## config.mk

```make
export PLATFORM = sky130hd
export DESIGN_NAME = sdcache_top
export DESIGN_NICKNAME = d
export VERILOG_FILES = /design/src/hw/sdcache_pkg.sv /design/src/hw/sdcache_top.sv /design/src/hw/cache_ram_arb.sv /design/src/hw/blk_mover.sv /design/src/hw/cache_ctrl.sv /design/src/hw/tag_store.sv
export SDC_FILE = /design/constraint.sdc
export NUM_CORES = 2
export LEC_CHECK = 0
export ABC_CLOCK_PERIOD_IN_PS = 4350
export BUFFER_PORTS_ARGS = -buffer_cell sky130_fd_sc_hd__buf_2
export CELL_PAD_IN_SITES_DETAIL_PLACEMENT = 0
export CELL_PAD_IN_SITES_GLOBAL_PLACEMENT = 1
export CORE_ASPECT_RATIO = 1.5
export CORE_UTILIZATION = 40
export CTS_BUF_LIST = sky130_fd_sc_hd__clkbuf_2 sky130_fd_sc_hd__clkbuf_4 sky130_fd_sc_hd__clkbuf_8
export DETAILED_ROUTE_END_ITERATION = 10
export PLACE_DENSITY_LB_ADDON = 0.1
export RECOVER_POWER = 100
export SLEW_MARGIN = 20
export SYNTH_ARGS = -nofsm -noshare
export SYNTH_HDL_FRONTEND = slang
export SYNTH_MEMORY_MAX_BITS = 65536
export SYNTH_SLANG_ARGS = --single-unit
```

## constraint.sdc

```tcl
create_clock -name clka -period 4.35 [get_ports clka]
set_clock_uncertainty 0.15 [all_clocks]
set_input_delay 0.6525 -clock clka [delete_from_list [all_inputs] [get_ports clka]]
set_output_delay 0.6525 -clock clka [all_outputs]
set_load 0.05 [all_outputs]
```

## src/hw/sdcache_pkg.sv

```systemverilog
////////////////////
// Shared widths, word/byte split and controller states for the block cache
// Imported by every RTL module of the cache
////////////////////
`default_nettype none

package sdcache_pkg;

  ////////////////////
  // User port widths
  ////////////////////
  localparam int ADDR_W = 24;        // User byte address
  localparam int DATA_W = 32;        // User word
  localparam int BE_W   = DATA_W/8;  // One enable per byte lane

  // Byte address split below the block offset
  localparam int BYTE_W   = 8;              // Device byte width
  localparam int WORD_LSB = $clog2(BE_W);   // Lane select bits under the word address

  typedef logic [ADDR_W-1:0] addr_t;
  typedef logic [DATA_W-1:0] word_t;
  typedef logic [BE_W-1:0]   be_t;
  typedef logic [BYTE_W-1:0] byte_t;

  ////////////////////
  // Controller states
  ////////////////////
  typedef enum logic [2:0] {
    INIT,         // Waiting for tag sweep
    IDLE,         // Accepting user requests
    WRITE_BLOCK,  // Issue write-back of old block
    READ_BLOCK,   // Issue fill of new block
    WAIT,         // Block transfer in flight
    SET_TAG       // User word access plus tag update
  } ctrl_state_t;

endpackage

`default_nettype wire
```

## src/hw/sdcache_top.sv

```systemverilog
////////////////////
// Block cache top: user word port in front, byte block device behind
////////////////////
`timescale 1ns/1ps
`default_nettype none

module sdcache_top import sdcache_pkg::*; #(
  parameter  int CACHE_DEPTH = 8,
  parameter  int BLOCK_BYTES = 64,
  localparam int BLK_W = ADDR_W - $clog2(BLOCK_BYTES)
) (
  input  wire              i_rrst_x,
  input  wire              clka,
  // User port
  input  wire              i_ren,
  input  wire be_t         i_wen,
  input  wire addr_t       i_addr,
  input  wire word_t       i_wdata,
  output word_t            o_rdata,
  output logic             o_busy,
  // Block device
  output logic             o_dev_req,
  output logic             o_dev_rw,
  output logic [BLK_W-1:0] o_dev_blk,
  input  wire              i_dev_rd_en,
  input  wire byte_t       i_dev_rd_data,
  output logic             o_dev_wr_valid,
  output byte_t            o_dev_wr_data,
  input  wire              i_dev_wr_take
);

  // Tag store
  addr_t            tag_addr;
  logic             tag_set, tag_dirty_in;
  logic             tag_valid, tag_hit, tag_dirty, tag_ready;
  logic [BLK_W-1:0] tag_old_blk;
  // Block request
  logic             xfer_req, xfer_rw, xfer_done;
  logic [BLK_W-1:0] xfer_blk;
  // RAM peers
  logic             m_req, m_gnt, c_req, c_gnt;
  addr_t            m_addr, c_addr;
  be_t              m_be, c_be;
  word_t            m_wdata, m_rdata, c_wdata;

  tag_store #(.CACHE_DEPTH(CACHE_DEPTH), .BLOCK_BYTES(BLOCK_BYTES)) u_tag (
    .clka, .i_rrst_x, .i_addr(tag_addr), .i_set(tag_set), .i_dirty(tag_dirty_in),
    .o_valid(tag_valid), .o_hit(tag_hit), .o_dirty(tag_dirty),
    .o_old_blk(tag_old_blk), .o_ready(tag_ready)
  );

  cache_ctrl #(.BLOCK_BYTES(BLOCK_BYTES)) u_ctrl (
    .clka, .i_rrst_x, .i_ren, .i_wen, .i_addr, .i_wdata, .o_busy,
    .o_tag_addr(tag_addr), .o_tag_set(tag_set), .o_tag_dirty(tag_dirty_in),
    .i_tag_valid(tag_valid), .i_tag_hit(tag_hit), .i_tag_dirty(tag_dirty),
    .i_tag_old_blk(tag_old_blk), .i_tag_ready(tag_ready),
    .o_xfer_req(xfer_req), .o_xfer_rw(xfer_rw), .o_xfer_blk(xfer_blk),
    .i_xfer_done(xfer_done),
    .o_ram_req(c_req), .o_ram_addr(c_addr), .o_ram_be(c_be), .o_ram_wdata(c_wdata),
    .i_ram_gnt(c_gnt)
  );

  blk_mover #(.BLOCK_BYTES(BLOCK_BYTES)) u_mover (
    .clka, .i_rrst_x,
    .i_xfer_req(xfer_req), .i_xfer_rw(xfer_rw), .i_xfer_blk(xfer_blk),
    .o_xfer_done(xfer_done),
    .o_dev_req, .o_dev_rw, .o_dev_blk, .i_dev_rd_en, .i_dev_rd_data,
    .o_dev_wr_valid, .o_dev_wr_data, .i_dev_wr_take,
    .o_ram_req(m_req), .o_ram_addr(m_addr), .o_ram_be(m_be), .o_ram_wdata(m_wdata),
    .i_ram_gnt(m_gnt), .i_ram_rdata(m_rdata)
  );

  // o_rdata comes straight from the controller's read register
  cache_ram_arb #(.CACHE_DEPTH(CACHE_DEPTH), .BLOCK_BYTES(BLOCK_BYTES)) u_ram (
    .clka, .i_rrst_x,
    .i_m_req(m_req), .i_m_addr(m_addr), .i_m_be(m_be), .i_m_wdata(m_wdata),
    .o_m_gnt(m_gnt), .o_m_rdata(m_rdata),
    .i_c_req(c_req), .i_c_addr(c_addr), .i_c_be(c_be), .i_c_wdata(c_wdata),
    .o_c_gnt(c_gnt), .o_c_rdata(o_rdata)
  );

endmodule

`default_nettype wire

```

## src/hw/cache_ram_arb.sv

```systemverilog
////////////////////
// Single-port byte-write cache RAM shared by mover and controller
// Mover wins; each peer keeps its own read register
////////////////////
`timescale 1ns/1ps
`default_nettype none

module cache_ram_arb import sdcache_pkg::*; #(
  parameter  int CACHE_DEPTH = 8,
  parameter  int BLOCK_BYTES = 64,
  localparam int DEPTH = CACHE_DEPTH * BLOCK_BYTES / BE_W,
  localparam int AW    = $clog2(DEPTH)
) (
  input  wire        clka,
  input  wire        i_rrst_x,
  // Mover port
  input  wire        i_m_req,
  input  wire addr_t i_m_addr,
  input  wire be_t   i_m_be,
  input  wire word_t i_m_wdata,
  output logic       o_m_gnt,
  output word_t      o_m_rdata,
  // Controller port
  input  wire        i_c_req,
  input  wire addr_t i_c_addr,
  input  wire be_t   i_c_be,
  input  wire word_t i_c_wdata,
  output logic       o_c_gnt,
  output word_t      o_c_rdata
);

  word_t mem [DEPTH];

  logic [AW-1:0] w_idx;
  be_t           w_we;
  word_t         w_wdata;

  ////////////////////
  // Arbitration
  ////////////////////
  assign o_m_gnt = i_m_req;
  assign o_c_gnt = i_c_req & ~i_m_req;

  assign w_idx   = o_m_gnt ? i_m_addr[WORD_LSB +: AW] : i_c_addr[WORD_LSB +: AW];
  assign w_wdata = o_m_gnt ? i_m_wdata : i_c_wdata;
  assign w_we    = o_m_gnt ? i_m_be : (o_c_gnt ? i_c_be : '0);  // No write without grant

  // Byte lanes
  always_ff @(posedge clka) begin
    for (int b = 0; b < BE_W; b++) begin
      if (w_we[b]) begin
        mem[w_idx][b*BYTE_W +: BYTE_W] <= w_wdata[b*BYTE_W +: BYTE_W];
      end
    end
  end

  // Read-first, one cycle latency, per-peer output
  always_ff @(posedge clka) begin
    if (!i_rrst_x) begin
      o_m_rdata <= '0;
      o_c_rdata <= '0;
    end else begin
      if (o_m_gnt && (i_m_be == '0)) begin
        o_m_rdata <= mem[w_idx];
      end
      if (o_c_gnt && (i_c_be == '0)) begin
        o_c_rdata <= mem[w_idx];   // Holds across writes and mover traffic
      end
    end
  end

endmodule

`default_nettype wire

```

## src/hw/blk_mover.sv

```systemverilog
////////////////////
// Moves one block between cache RAM and the byte-wide block device
// Fill packs bytes into lanes, write-back reads a word per byte
////////////////////
`timescale 1ns/1ps
`default_nettype none

module blk_mover import sdcache_pkg::*; #(
  parameter  int BLOCK_BYTES = 64,
  localparam int OFF_W = $clog2(BLOCK_BYTES),
  localparam int BLK_W = ADDR_W - OFF_W
) (
  input  wire              clka,
  input  wire              i_rrst_x,
  // Request from controller
  input  wire              i_xfer_req,
  input  wire              i_xfer_rw,
  input  wire [BLK_W-1:0]  i_xfer_blk,
  output logic             o_xfer_done,
  // Block device
  output logic             o_dev_req,
  output logic             o_dev_rw,
  output logic [BLK_W-1:0] o_dev_blk,
  input  wire              i_dev_rd_en,
  input  wire byte_t       i_dev_rd_data,
  output logic             o_dev_wr_valid,
  output byte_t            o_dev_wr_data,
  input  wire              i_dev_wr_take,
  // Cache RAM
  output logic             o_ram_req,
  output addr_t            o_ram_addr,
  output be_t              o_ram_be,
  output word_t            o_ram_wdata,
  input  wire              i_ram_gnt,
  input  wire word_t       i_ram_rdata
);

  logic             r_act;     // Transfer running
  logic             r_rd_req;  // Write-back word read pending
  logic             r_rw;
  logic [BLK_W-1:0] r_blk;
  logic [OFF_W-1:0] r_cnt;     // Byte within block
  be_t              r_be;      // One-hot lane for fill
  logic             w_fill_wr;
  logic             w_last;

  assign w_fill_wr = r_act & ~r_rw & i_dev_rd_en;
  assign w_last    = (r_cnt == OFF_W'(BLOCK_BYTES-1));

  assign o_dev_rw      = r_rw;
  assign o_dev_blk     = r_blk;
  assign o_ram_addr    = {r_blk, r_cnt};
  assign o_ram_req     = r_rw ? (r_act & r_rd_req) : w_fill_wr;
  assign o_ram_be      = w_fill_wr ? r_be : '0;
  assign o_ram_wdata   = {BE_W{i_dev_rd_data}};  // Same byte on every lane
  // Lane of the current byte in the last word read
  assign o_dev_wr_data = byte_t'(i_ram_rdata >> {r_cnt[WORD_LSB-1:0], 3'b000});

  ////////////////////
  // Control
  ////////////////////
  always_ff @(posedge clka) begin
    if (!i_rrst_x) begin
      r_act          <= 1'b0;
      r_rd_req       <= 1'b0;
      o_dev_req      <= 1'b0;
      o_dev_wr_valid <= 1'b0;
      o_xfer_done    <= 1'b0;
    end else begin
      o_dev_req   <= 1'b0;
      o_xfer_done <= 1'b0;
      if (!r_act) begin
        if (i_xfer_req) begin
          r_act     <= 1'b1;
          o_dev_req <= 1'b1;
          r_rd_req  <= i_xfer_rw;  // Write-back starts with a RAM read
        end
      end else if (!r_rw) begin
        if (i_dev_rd_en && w_last) begin
          r_act       <= 1'b0;
          o_xfer_done <= 1'b1;
        end
      end else if (r_rd_req) begin
        if (i_ram_gnt) begin
          r_rd_req       <= 1'b0;
          o_dev_wr_valid <= 1'b1;  // Read data lands with this edge
        end
      end else if (o_dev_wr_valid && i_dev_wr_take) begin
        o_dev_wr_valid <= 1'b0;
        if (w_last) begin
          r_act       <= 1'b0;
          o_xfer_done <= 1'b1;
        end else begin
          r_rd_req <= 1'b1;        // Fetch next byte's word
        end
      end
    end
  end

  // Block number, byte counter and lane
  always_ff @(posedge clka) begin
    if (!r_act && i_xfer_req) begin
      r_rw  <= i_xfer_rw;
      r_blk <= i_xfer_blk;
      r_cnt <= '0;
      r_be  <= be_t'(1);
    end else if (w_fill_wr) begin
      r_cnt <= r_cnt + 1'b1;
      r_be  <= {r_be[BE_W-2:0], r_be[BE_W-1]};  // Rotate to next lane
    end else if (r_act && r_rw && o_dev_wr_valid && i_dev_wr_take) begin
      r_cnt <= r_cnt + 1'b1;
    end
  end

endmodule

`default_nettype wire

```

## src/hw/cache_ctrl.sv

```systemverilog
////////////////////
// User-port FSM: lookup, optional write-back, fill, then word access and tag update
// Busy is high in every state but IDLE
////////////////////
`timescale 1ns/1ps
`default_nettype none

module cache_ctrl import sdcache_pkg::*; #(
  parameter  int BLOCK_BYTES = 64,
  localparam int OFF_W = $clog2(BLOCK_BYTES),
  localparam int BLK_W = ADDR_W - OFF_W
) (
  input  wire              clka,
  input  wire              i_rrst_x,
  // User port
  input  wire              i_ren,
  input  wire be_t         i_wen,
  input  wire addr_t       i_addr,
  input  wire word_t       i_wdata,
  output logic             o_busy,
  // Tag store
  output addr_t            o_tag_addr,
  output logic             o_tag_set,
  output logic             o_tag_dirty,
  input  wire              i_tag_valid,
  input  wire              i_tag_hit,
  input  wire              i_tag_dirty,
  input  wire [BLK_W-1:0]  i_tag_old_blk,
  input  wire              i_tag_ready,
  // Block mover
  output logic             o_xfer_req,
  output logic             o_xfer_rw,   // 1 = write-back
  output logic [BLK_W-1:0] o_xfer_blk,
  input  wire              i_xfer_done,
  // Cache RAM
  output logic             o_ram_req,
  output addr_t            o_ram_addr,
  output be_t              o_ram_be,
  output word_t            o_ram_wdata,
  input  wire              i_ram_gnt
);

  ctrl_state_t r_st0, r_st1, r_st2;  // Current state and queued next two

  // Captured request
  addr_t r_addr;
  word_t r_wdata;
  be_t   r_be;
  logic  r_dirty;                    // Dirty bit for SET_TAG

  logic  w_req;

  assign w_req       = i_ren | (|i_wen);
  assign o_busy      = (r_st0 != IDLE);
  assign o_tag_addr  = (r_st0 == IDLE) ? i_addr : r_addr;  // Lookup live address in IDLE
  assign o_tag_set   = (r_st0 == SET_TAG);
  assign o_tag_dirty = r_dirty;

  assign o_ram_req   = (r_st0 == SET_TAG);  // Held until granted
  assign o_ram_addr  = r_addr;
  assign o_ram_be    = r_be;
  assign o_ram_wdata = r_wdata;

  ////////////////////
  // State sequence
  ////////////////////
  always_ff @(posedge clka) begin
    if (!i_rrst_x) begin
      r_st0      <= INIT;
      r_st1      <= INIT;
      r_st2      <= INIT;
      o_xfer_req <= 1'b0;
    end else begin
      o_xfer_req <= 1'b0;                // Strobe by default
      case (r_st0)
        INIT: begin
          if (i_tag_ready) begin
            r_st0 <= IDLE;
            r_st1 <= IDLE;
            r_st2 <= IDLE;
          end
        end
        IDLE: begin
          if (w_req) begin
            if (i_tag_hit) begin         // Hit: word access only
              r_st0 <= SET_TAG;
              r_st1 <= IDLE;
              r_st2 <= IDLE;
            end else if (i_tag_valid && i_tag_dirty) begin
              r_st0 <= WRITE_BLOCK;      // Evict old block first
              r_st1 <= READ_BLOCK;
              r_st2 <= SET_TAG;
            end else begin
              r_st0 <= READ_BLOCK;
              r_st1 <= SET_TAG;
              r_st2 <= IDLE;
            end
          end
        end
        WRITE_BLOCK, READ_BLOCK: begin
          o_xfer_req <= 1'b1;
          r_st0      <= WAIT;            // Queue untouched
        end
        WAIT: begin
          if (i_xfer_done) begin
            r_st0 <= r_st1;
            r_st1 <= r_st2;
            r_st2 <= IDLE;
          end
        end
        SET_TAG: begin
          if (i_ram_gnt) begin
            r_st0 <= r_st1;
            r_st1 <= r_st2;
            r_st2 <= IDLE;
          end
        end
        default: r_st0 <= IDLE;
      endcase
    end
  end

  ////////////////////
  // Request and transfer payload
  ////////////////////
  always_ff @(posedge clka) begin
    if (r_st0 == IDLE) begin
      r_addr  <= i_addr;
      r_wdata <= i_wdata;
      r_be    <= i_wen;
      // A hit keeps an existing dirty mark, a fill starts clean
      r_dirty <= (|i_wen) | (i_tag_hit & i_tag_dirty);
    end
    if (r_st0 == WRITE_BLOCK) begin
      o_xfer_rw  <= 1'b1;
      o_xfer_blk <= i_tag_old_blk;       // Resident block of this line
    end else if (r_st0 == READ_BLOCK) begin
      o_xfer_rw  <= 1'b0;
      o_xfer_blk <= r_addr[ADDR_W-1:OFF_W];
    end
  end

endmodule

`default_nettype wire

```

## src/hw/tag_store.sv

```systemverilog
////////////////////
// Direct-mapped tag store with valid and dirty bits
// Lookup is combinational, update on i_set, sweep clears all lines after reset
////////////////////
`timescale 1ns/1ps
`default_nettype none

module tag_store import sdcache_pkg::*; #(
  parameter  int CACHE_DEPTH = 8,
  parameter  int BLOCK_BYTES = 64,
  localparam int OFF_W = $clog2(BLOCK_BYTES),
  localparam int IDX_W = $clog2(CACHE_DEPTH),
  localparam int TAG_W = ADDR_W - OFF_W - IDX_W,
  localparam int BLK_W = ADDR_W - OFF_W
) (
  input  wire              clka,
  input  wire              i_rrst_x,
  input  wire addr_t       i_addr,     // Lookup or update address
  input  wire              i_set,      // Write tag of i_addr
  input  wire              i_dirty,    // Dirty bit to store
  output logic             o_valid,
  output logic             o_hit,
  output logic             o_dirty,
  output logic [BLK_W-1:0] o_old_blk,  // Block now resident in the line
  output logic             o_ready     // Low while sweeping
);

  logic             valid_mem [CACHE_DEPTH];
  logic             dirty_mem [CACHE_DEPTH];
  logic [TAG_W-1:0] tag_mem   [CACHE_DEPTH];

  logic             r_sweep;  // Clearing lines
  logic [IDX_W-1:0] r_cnt;    // Line being cleared

  logic [IDX_W-1:0] w_idx;
  logic [TAG_W-1:0] w_tag;

  assign w_idx = i_addr[OFF_W +: IDX_W];
  assign w_tag = i_addr[ADDR_W-1 -: TAG_W];

  ////////////////////
  // Lookup
  ////////////////////
  // An update in progress reports itself as a valid hit
  assign o_valid   = i_set | valid_mem[w_idx];
  assign o_hit     = i_set | (valid_mem[w_idx] & (tag_mem[w_idx] == w_tag));
  assign o_dirty   = i_set ? i_dirty : dirty_mem[w_idx];
  assign o_old_blk = {tag_mem[w_idx], w_idx};
  assign o_ready   = ~r_sweep;

  ////////////////////
  // Sweep and update
  ////////////////////
  always_ff @(posedge clka) begin
    if (!i_rrst_x) begin
      r_sweep <= 1'b1;
      r_cnt   <= '0;
    end else if (r_sweep) begin
      valid_mem[r_cnt] <= 1'b0;  // One line per cycle
      dirty_mem[r_cnt] <= 1'b0;
      tag_mem[r_cnt]   <= '0;
      r_cnt            <= r_cnt + 1'b1;
      if (r_cnt == IDX_W'(CACHE_DEPTH-1)) begin
        r_sweep <= 1'b0;         // Last line cleared
      end
    end else if (i_set) begin
      valid_mem[w_idx] <= 1'b1;
      dirty_mem[w_idx] <= i_dirty;
      tag_mem[w_idx]   <= w_tag;
    end
  end

endmodule

`default_nettype wire

```

# Word-level counts from Yosys, hierarchy flattened
# Memory sizes are Yosys's and may differ from the RTL's.
# Index checks and enable logic that the tools add are counted.
totals:
  inputBits: 73
  mem_bits_rw: 4232
  regBits: 192
  memories: 4
  out_inout_bits: 62
  word_cells: 167
classes:
  addsub: 2
  bitwise_logic: 13
  shifts: 1
  n_eq_ne: 15
  reduce_logical: 29
  muxes: 79
memory_table:
  columns: ["name", "depth", "word_bits", "rd", "rd_clocked_by_memory_dff", "write_ports", "line_no", "rtl"]
  rows:
  - ["u_ram.mem", 128, 32, 1, 0, 1, "cache_ram_arb.sv:32", "word_t mem [DEPTH];"]
  - ["u_tag.tag_mem", 8, 15, 1, 0, 1, "tag_store.sv:30", "logic [TAG_W-1:0] tag_mem [CACHE_DEPTH];"]
  - ["u_tag.dirty_mem", 8, 1, 1, 0, 1, "tag_store.sv:29", "logic dirty_mem [CACHE_DEPTH];"]
  - ["u_tag.valid_mem", 8, 1, 1, 0, 1, "tag_store.sv:28", "logic valid_mem [CACHE_DEPTH];"]
op_table:
  columns: ["operator", "count"]
  rows:
  - ["$mux 3", 18]
  - ["$mux 1", 47]
  - ["$mux 18", 2]
  - ["$mux 32", 1]
  - ["$shr 32x5->8", 1]
  - ["$mux 24", 1]
  - ["$pmux 3 s4", 2]
  - ["$eq 15x15->1", 1]
  - ["$mux 15", 1]
  - ["$pmux 3 s5", 1]
  - ["$reduce_or 15->1", 1]
  - ["$mux 4", 3]
  - ["$mux 6", 2]
  - ["$eq 3x3->1 const B", 3]
  - ["$logic_and 1x1->1", 9]
  - ["$logic_not 4->1", 2]
  - ["$reduce_and 4->1", 2]
  - ["$reduce_bool 2->1", 4]
  - ["$mux 7", 1]
  - ["$add 6x1->6 const B", 1]
  - ["$and 1x1->1", 6]
  - ["$eq 3x2->1 const B", 2]
  - ["$eq 6x6->1 const B", 1]
  - ["$ne 2x1->1 const B", 3]
  - ["other kinds (14)", 24]

# Longest topological paths before layout
logic_depth:
  depth_word: 10
  depth_mapped: 17
  ltp_nobuf: 11

# By module
# Synthesis repeated with hierarchy kept, for this count alone.
hier_totals:
  cells_unflattened: 11240
  hier_area_um2: 174303.4
by_module_without_submodules:
  columns: ["module", "area_each_um2", "seq_area_each_um2", "n_inst", "cells_each"]
  rows:
  - ["cache_ram_arb", 163376.7, 124279.2, 1, 10492]
  - ["tag_store", 5886.9, 4164.0, 1, 346]
  - ["cache_ctrl", 3150.5, 2312.2, 1, 236]
  - ["blk_mover", 1889.3, 870.8, 1, 166]

# Worst setup path before layout
# Ideal clock, no wire load.
synth_timing:
  path_type: "reg-to-reg"
  start: "register u_mover.r_rw, in the netlist u_mover.o_dev_rw"
  end: "memory u_ram.mem[0][10] (netlist bit), data pin"
  required_ns: 3.690
  setup_slack_ns: -0.561
  arrival_time_ns: 4.250
  setup_time_ns: 0.510
  path_stages_with_launch: 12
  synth_period_minus_slack_ns: 4.911
  path_buffers: 7
  path_cell_list: "edfxtp_1 -> buf_6 -> mux2_4 -> buf_6 -> buf_2 -> nand2_1 -> buf_2 -> clkbuf_1 -> clkbuf_1 -> buf_1 -> nand2_1 -> nand2_1"
synth_between:
  elab_chain_cells: 5
synth_rtl:
  columns: ["item", "line_no", "rtl"]
  rows:
  - ["start, declared", "blk_mover.sv:40", "logic r_rw;"]
  - ["start signal, assigned", "blk_mover.sv:103", "r_rw <= i_xfer_rw;"]
  - ["$not 1->1", "blk_mover.sv:47", "assign w_fill_wr = r_act & ~r_rw & i_dev_rd_en;"]
  - ["$and 1x1->1 (2 in a row)", "blk_mover.sv:47", null]
  - ["$mux 1 *", "blk_mover.sv:53", "assign o_ram_req = r_rw ? (r_act & r_rd_req) : w_fill_wr;"]
  - ["$mux 32 *", "cache_ram_arb.sv:45", "assign w_wdata = o_m_gnt ? i_m_wdata : i_c_wdata;"]
  - ["via u_ram.w_wdata[10]", "cache_ram_arb.sv:36", "word_t w_wdata;"]
  - ["end, declared", "cache_ram_arb.sv:32", null]
# The timed path passes the listed nets; every way through them passes the cells marked *.

# Worst setup path in the final report
layout_timing:
  start: "register u_mover.r_rw, in the netlist u_mover.o_dev_rw"
  end: "register u_ram.o_m_rdata[21], read port of u_ram.mem"
layout_between:
  elab_chain_cells: 6
  elab_cells_between_ends: 9
  classes_between: "mux (3); bitwise (3); reduce/logical (2); memory (1)"
layout_rtl:
  columns: ["item", "line_no", "rtl"]
  rows:
  - ["$not 1->1", "blk_mover.sv:47", null]
  - ["$and 1x1->1 (2 in a row)", "blk_mover.sv:47", null]
  - ["$mux 1 / $mux 4 (equally long branches)", "blk_mover.sv:53, blk_mover.sv:54", null]
  - ["$mux 7 / $logic_not 4->1 (equally long branches)", "cache_ram_arb.sv:44, cache_ram_arb.sv:63", null]
  - ["$mem_v2 128x32 / $logic_and 1x1->1 (equally long branches)", null, null]
  - ["end, declared", "cache_ram_arb.sv:22", "output word_t o_m_rdata,"]
# Parallel ways exist; a longest one is shown, timed or not.
# A chain may end at the register's enable or synchronous reset.

==> metrics.md <==
| Metric | Value |
|---|---|
| Status | `complete, but fails checks` |
| Violations in the final reports | `max-capacitance violations, max-slew violations, negative setup slack` |
| Combinational family with the most area after synthesis | `compound AO/OA/AOI/OAI gates` |
| Number of global-route vias before repair | `108.5k` |
| Cells after synthesis | `9924` |
| Overall die height | `792.6 um` |
| Worst hold path endpoint | `u_ram.mem[2][15]` |
| H-tree depth reported by CTS | `6` |
| Fraction of registers with async set/reset | `0` |
| Post-synthesis to final-layout area growth | `23.30%` |
| Number of DRC markers in iteration 0 | `13.26k` |
| Leakage | `67.85 nW` |
| Most numerous cell in the Yosys netlist | `sky130_fd_sc_hd__edfxtp_1` |
| Die area | `0.4193 mm2` |
| Net switching fraction of the power | `0.2396` |
| CTS root buf | `sky130_fd_sc_hd__clkbuf_8` |
| Kind of cell with the highest combined delay on the critical path | `compound AO/OA/AOI/OAI gates` |
| Data arrival at the endpoint of the critical path | `5.40 ns` |
| Internal portion of total power | `65.93 mW` |
| Buffer levels on the longest clock path | `4` |
| Maximum number of pins on one net before global-route repair | `129` |
| First-pass GRT wire length | `909800 um` |
| Tot Pwr | `86.71 mW` |
| Total DRC errors in the routed layout | `0` |
| # placed instances | `16.74k` |
| Cts bufs inserted | `668` |
| Clock insertion delay at the later pin of the skew report | `1.31 ns` |
| Final period util | `1.013` |
| Simple-gate area share of the yosys netlist | `0.04091` |
| Number of cells on the worst hold path | `3` |
| Xor and xnor area share after synthesis | `0.001261` |
| Post-CTS clock slew at the launch and capture registers of the worst setup and hold paths | `0.06 ns` |
| Die width | `529.1 um` |
| Distinct cell type count after synthesis | `90` |
| Worst Min Path Start | `i_dev_rd_data[7]` |
| R2r endpoint | `u_ram.o_m_rdata[21]` |
| PwrDens | `421.9 mW/mm2` |
| Detailed-routing iteration count for the pre-antenna-repair pass | `6` |
| Max rail drop VDD | `0.3233 mV` |
| Kind of capture point of the worst setup path | `register` |
| Residual overflow from global routing | `0` |
| Number of cell rows | `290` |
| Part of the power in the clock network | `0.397` |
| Combinational share of power | `0.069` |
| Final setup violation count | `9` |
| Worst hold margin | `0.1098 ns` |
| Synthesized area | `0.1667 mm2` |
| Final Hold Fails | `0` |
| Post-Syn Nets | `10.00k` |
| Post-synthesis adder-cell area fraction | `0.0002252` |
| Synthesis Warnings | `0` |
| Final non-filler cell total | `18.14k` |
| Transition time of the tightest slew-check pin | `2.286 ns` |
| Cell repeated most along the worst path | `sky130_fd_sc_hd__buf_12` |
| Final core utilization | `0.4951` |
| Average wire per cell in the routed design | `37.35 um` |
| Setup repair after global routing missed its margin | `yes` |
| Post-synthesis sequential area ratio | `0.7899` |
| Antenna violations before repair | `52` |
| HPWL reported at the end of detailed placement | `458800 um` |
| Max cap viols | `2` |
| Classification of the worst-slack hold path | `input port to register` |
| Maximum frequency from static timing analysis | `0.2270 GHz` |
| Count of flip-flops with a built-in enable after synthesis | `4310` |
| Startpoint class of the critical path | `register` |
| Starting density of the core | `0.4015` |
| Depth of the worst register-to-register path | `13` |
| Count of nets left with antenna violations after detail routing | `0` |
| Net Switching | `20.78 mW` |
| Area inside the core boundary | `0.4151 mm2` |
| Final estimated routing congestion in global placement | `0.9068` |
| Proportion of power drawn by flip-flops and latches | `0.534` |
| Top cells by area in the synthesized netlist | `sky130_fd_sc_hd__edfxtp_1 (78%), sky130_fd_sc_hd__a22oi_1 (5.2%), sky130_fd_sc_hd__nor2_1 (1.4%)` |
| Sinks on Clock Net | `4421` |
| Number of buffers and inverters on the critical path | `4` |
| Slew Viols, Final | `57` |
| Share of layout cells above drive strength 1 | `0.2741` |
| Clock tree from TritonCTS | `yes` |
| Share of the synthesized area in compound gates (AO/OA/AOI/OAI) | `0.1277` |
| Least setup slack across all paths after layout | `-0.05497 ns` |
| Flop-to-flop setup slack | `-0.05 ns` |
| Startpoint of the lowest-slack register-to-register path | `u_mover.o_dev_rw` |
| Leading post-synthesis cells by instance count | `sky130_fd_sc_hd__edfxtp_1 (4310), sky130_fd_sc_hd__a22oi_1 (1153), sky130_fd_sc_hd__nor2_1 (631), sky130_fd_sc_hd__nand2_1 (487), sky130_fd_sc_hd__o21ai_0 (392)` |
| Classification of the worst setup path | `register to register` |
| Count of input and output buffers | `132` |
| Total detailed-routing wirelength | `677700 um` |
| Critical path's slowest cell | `sky130_fd_sc_hd__a222oi_1` |
| Critical Path, Cell by Cell | `mux2_4 > buf_12 > and3_4 > or2_4 > buf_12 > buf_16 > a22o_1 > a221oi_2 > nand3_2 > a222oi_1 > buf_4 > o2111a_2 > a31oi_2` |
| Peak per-stage delay on the critical path | `0.79 ns` |
| Min Clock Period, post-route | `4.405 ns` |
| Max Fanout on Critical Path | `14` |
| Place WS | `-1.093 ns` |
| Post-synthesis register bit count | `4421` |
| Overall track demand over capacity in global routing | `0.3158` |
| Multiplexer fraction of the synthesized cell area | `0.02061` |
| Leading area contributor after synthesis | `sky130_fd_sc_hd__edfxtp_1` |
| Average cell area after synthesis | `16.79 um2` |
| Data required time at the worst endpoint | `5.35 ns` |
| Top-level I/O count | `135` |
| Synth top area share | `0.7765` |
| Number of nets in the layout | `12.10k` |
| Via-per-instance ratio | `6.024` |
| Via count | `109.3k` |
| Top_reg_cell synth | `sky130_fd_sc_hd__edfxtp_1` |
| Max-slew headroom at the worst pin | `-0.5241` |
## through the flow
| stage | instance area (um2) | setup TNS, ns |
|---|---|---|
| after floorplan | 166700 | -67.59 |
| after global placement | 189500 | -28.74 |
| after detailed placement | 189600 | -26.72 |
| after CTS | 204300 | -0.3368 |
| after global routing | 205400 | -0.2632 |
| final | 205500 | -0.2729 |
## cells by family (layout without fill, tap and decap cells)
| family | count (synthesis) | in the layout |
|---|---|---|
| muxes | 271 | 271 |
| and+or+nand+nor | 1541 | 1541 |
| DFF | 4421 | 4421 |
| adders and majority gates | 3 | 3 |
| xor gates and xnor gates | 24 | 24 |
| AOI/OAI and AO/OA | 2904 | 2904 |
| buffers and inverters | 760 | 3390 |
| other | 0 | 42 |
## placed cells by master, fill, tap and decap left out, types with 19 or more instances in the layout
cell                               n
sky130_fd_sc_hd__a21oi_1         191
sky130_fd_sc_hd__a221oi_1        220
sky130_fd_sc_hd__a222oi_1         25
sky130_fd_sc_hd__a22o_1          233
sky130_fd_sc_hd__a22oi_1        1134
sky130_fd_sc_hd__a22oi_2          19
sky130_fd_sc_hd__a31o_2           19
sky130_fd_sc_hd__a31oi_1         158
sky130_fd_sc_hd__a41oi_1          64
sky130_fd_sc_hd__and3_1           29
sky130_fd_sc_hd__and4_1           39
sky130_fd_sc_hd__buf_12          297
sky130_fd_sc_hd__buf_2            99
sky130_fd_sc_hd__buf_4          1579
sky130_fd_sc_hd__clkbuf_1         42
sky130_fd_sc_hd__clkbuf_4        212
sky130_fd_sc_hd__clkbuf_8        699
sky130_fd_sc_hd__clkinv_1        163
sky130_fd_sc_hd__clkinv_2         66
sky130_fd_sc_hd__clkinvlp_4       25
sky130_fd_sc_hd__dfxtp_1         109
sky130_fd_sc_hd__diode_2          42
sky130_fd_sc_hd__dlygate4sd3_1   105
sky130_fd_sc_hd__edfxtp_1       4310
sky130_fd_sc_hd__inv_1            35
sky130_fd_sc_hd__mux2_2           51
sky130_fd_sc_hd__mux2i_1         160
sky130_fd_sc_hd__mux4_2           52
sky130_fd_sc_hd__nand2_1         447
sky130_fd_sc_hd__nand2_4          36
sky130_fd_sc_hd__nand3_1         124
sky130_fd_sc_hd__nand4_1          39
sky130_fd_sc_hd__nor2_1          612
sky130_fd_sc_hd__nor3_1           39
sky130_fd_sc_hd__nor4_1           22
sky130_fd_sc_hd__o2111ai_1        58
sky130_fd_sc_hd__o211ai_1         36
sky130_fd_sc_hd__o21a_1           76
sky130_fd_sc_hd__o21ai_0         378
## sequential cells by signal, summed over array words and instances (netlist names), 4 cells and up
register            flops
u_ram.mem            4096
u_tag.tag_mem         120
u_ctrl.o_ram_wdata     32
u_ram.o_c_rdata        32
u_ram.o_m_rdata        32
u_ctrl.o_ram_addr      22
u_ctrl.o_xfer_blk      18
u_mover.o_dev_blk      18
u_tag.dirty_mem         8
u_tag.valid_mem         8
u_mover.r_cnt           6
u_ctrl.o_ram_be         4
u_mover.r_be            4
## routing by layer
layer  global-route usage  part of all wire
met1               0.3880              0.37
met3              0.05437             0.079
met4               0.1784             0.063
met2               0.5269              0.49
met5                    0          0.000075
## timing repair
action | CTS | global route
buffers inserted | 13 | 42
hold buffers | 105 | 0
gates cloned | 2 | 4
endpoints found under the hold margin | 224 | 0
pin swaps | 19 | 73
resized for setup | 79 | 126
endpoints found under the setup margin | 33 | 69
## area by class of cell
type	instances	area, um2
fill	35490	209600
sequential	4421	131600
multi-input combinational	4743	33550
timing repair buffer	2153	20070
clock buffer	911	11210
tap	5548	6942
clock inverter	287	1837
inverter	39	147.6
antenna	42	105.1
## worst reg2reg max path, stage by stage (launching register included)
cell and delay, ns:
sky130_fd_sc_hd__edfxtp_1 0.44, sky130_fd_sc_hd__mux2_4 0.46, sky130_fd_sc_hd__buf_12 0.19, sky130_fd_sc_hd__and3_4 0.18, sky130_fd_sc_hd__or2_4 0.33, sky130_fd_sc_hd__buf_12 0.19, sky130_fd_sc_hd__buf_16 0.21, sky130_fd_sc_hd__a22o_1 0.29
sky130_fd_sc_hd__a221oi_2 0.24, sky130_fd_sc_hd__nand3_2 0.15, sky130_fd_sc_hd__a222oi_1 0.79, sky130_fd_sc_hd__buf_4 0.23, sky130_fd_sc_hd__o2111a_2 0.27, sky130_fd_sc_hd__a31oi_2 0.12
## power groups by stage
stage	Clock (mW)	Sequential, mW	Combinational [mW]
floorplan	0	47.2	1.90
detailed placement	0	47.2	5.60
CTS	34.9	46.3	5.79
finish	34.4	46.3	5.97
global placement	0	47.2	5.60
global route	36.5	46.3	5.97
## worst max path at each step
stage / slack, ns / from / endpoint / depth (start not counted)
2_1_floorplan: -0.26 / u_mover.o_dev_rw / u_ram.mem[0][0] / 10
3_3_place_gp: -1.26 / i_dev_rd_en / u_ram.o_m_rdata[10] / 13
3_5_place_dp: -1.09 / i_dev_rd_en / u_ram.o_m_rdata[10] / 13
4_1_cts: -0.1 / u_mover.o_dev_rw / u_ram.o_c_rdata[14] / 16
5_1_grt: -0.07 / u_mover.o_dev_rw / u_ram.o_m_rdata[14] / 16
6_report: -0.05 / u_mover.o_dev_rw / u_ram.o_m_rdata[21] / 13
No activity file was read; power rests on OpenSTA's default activity.
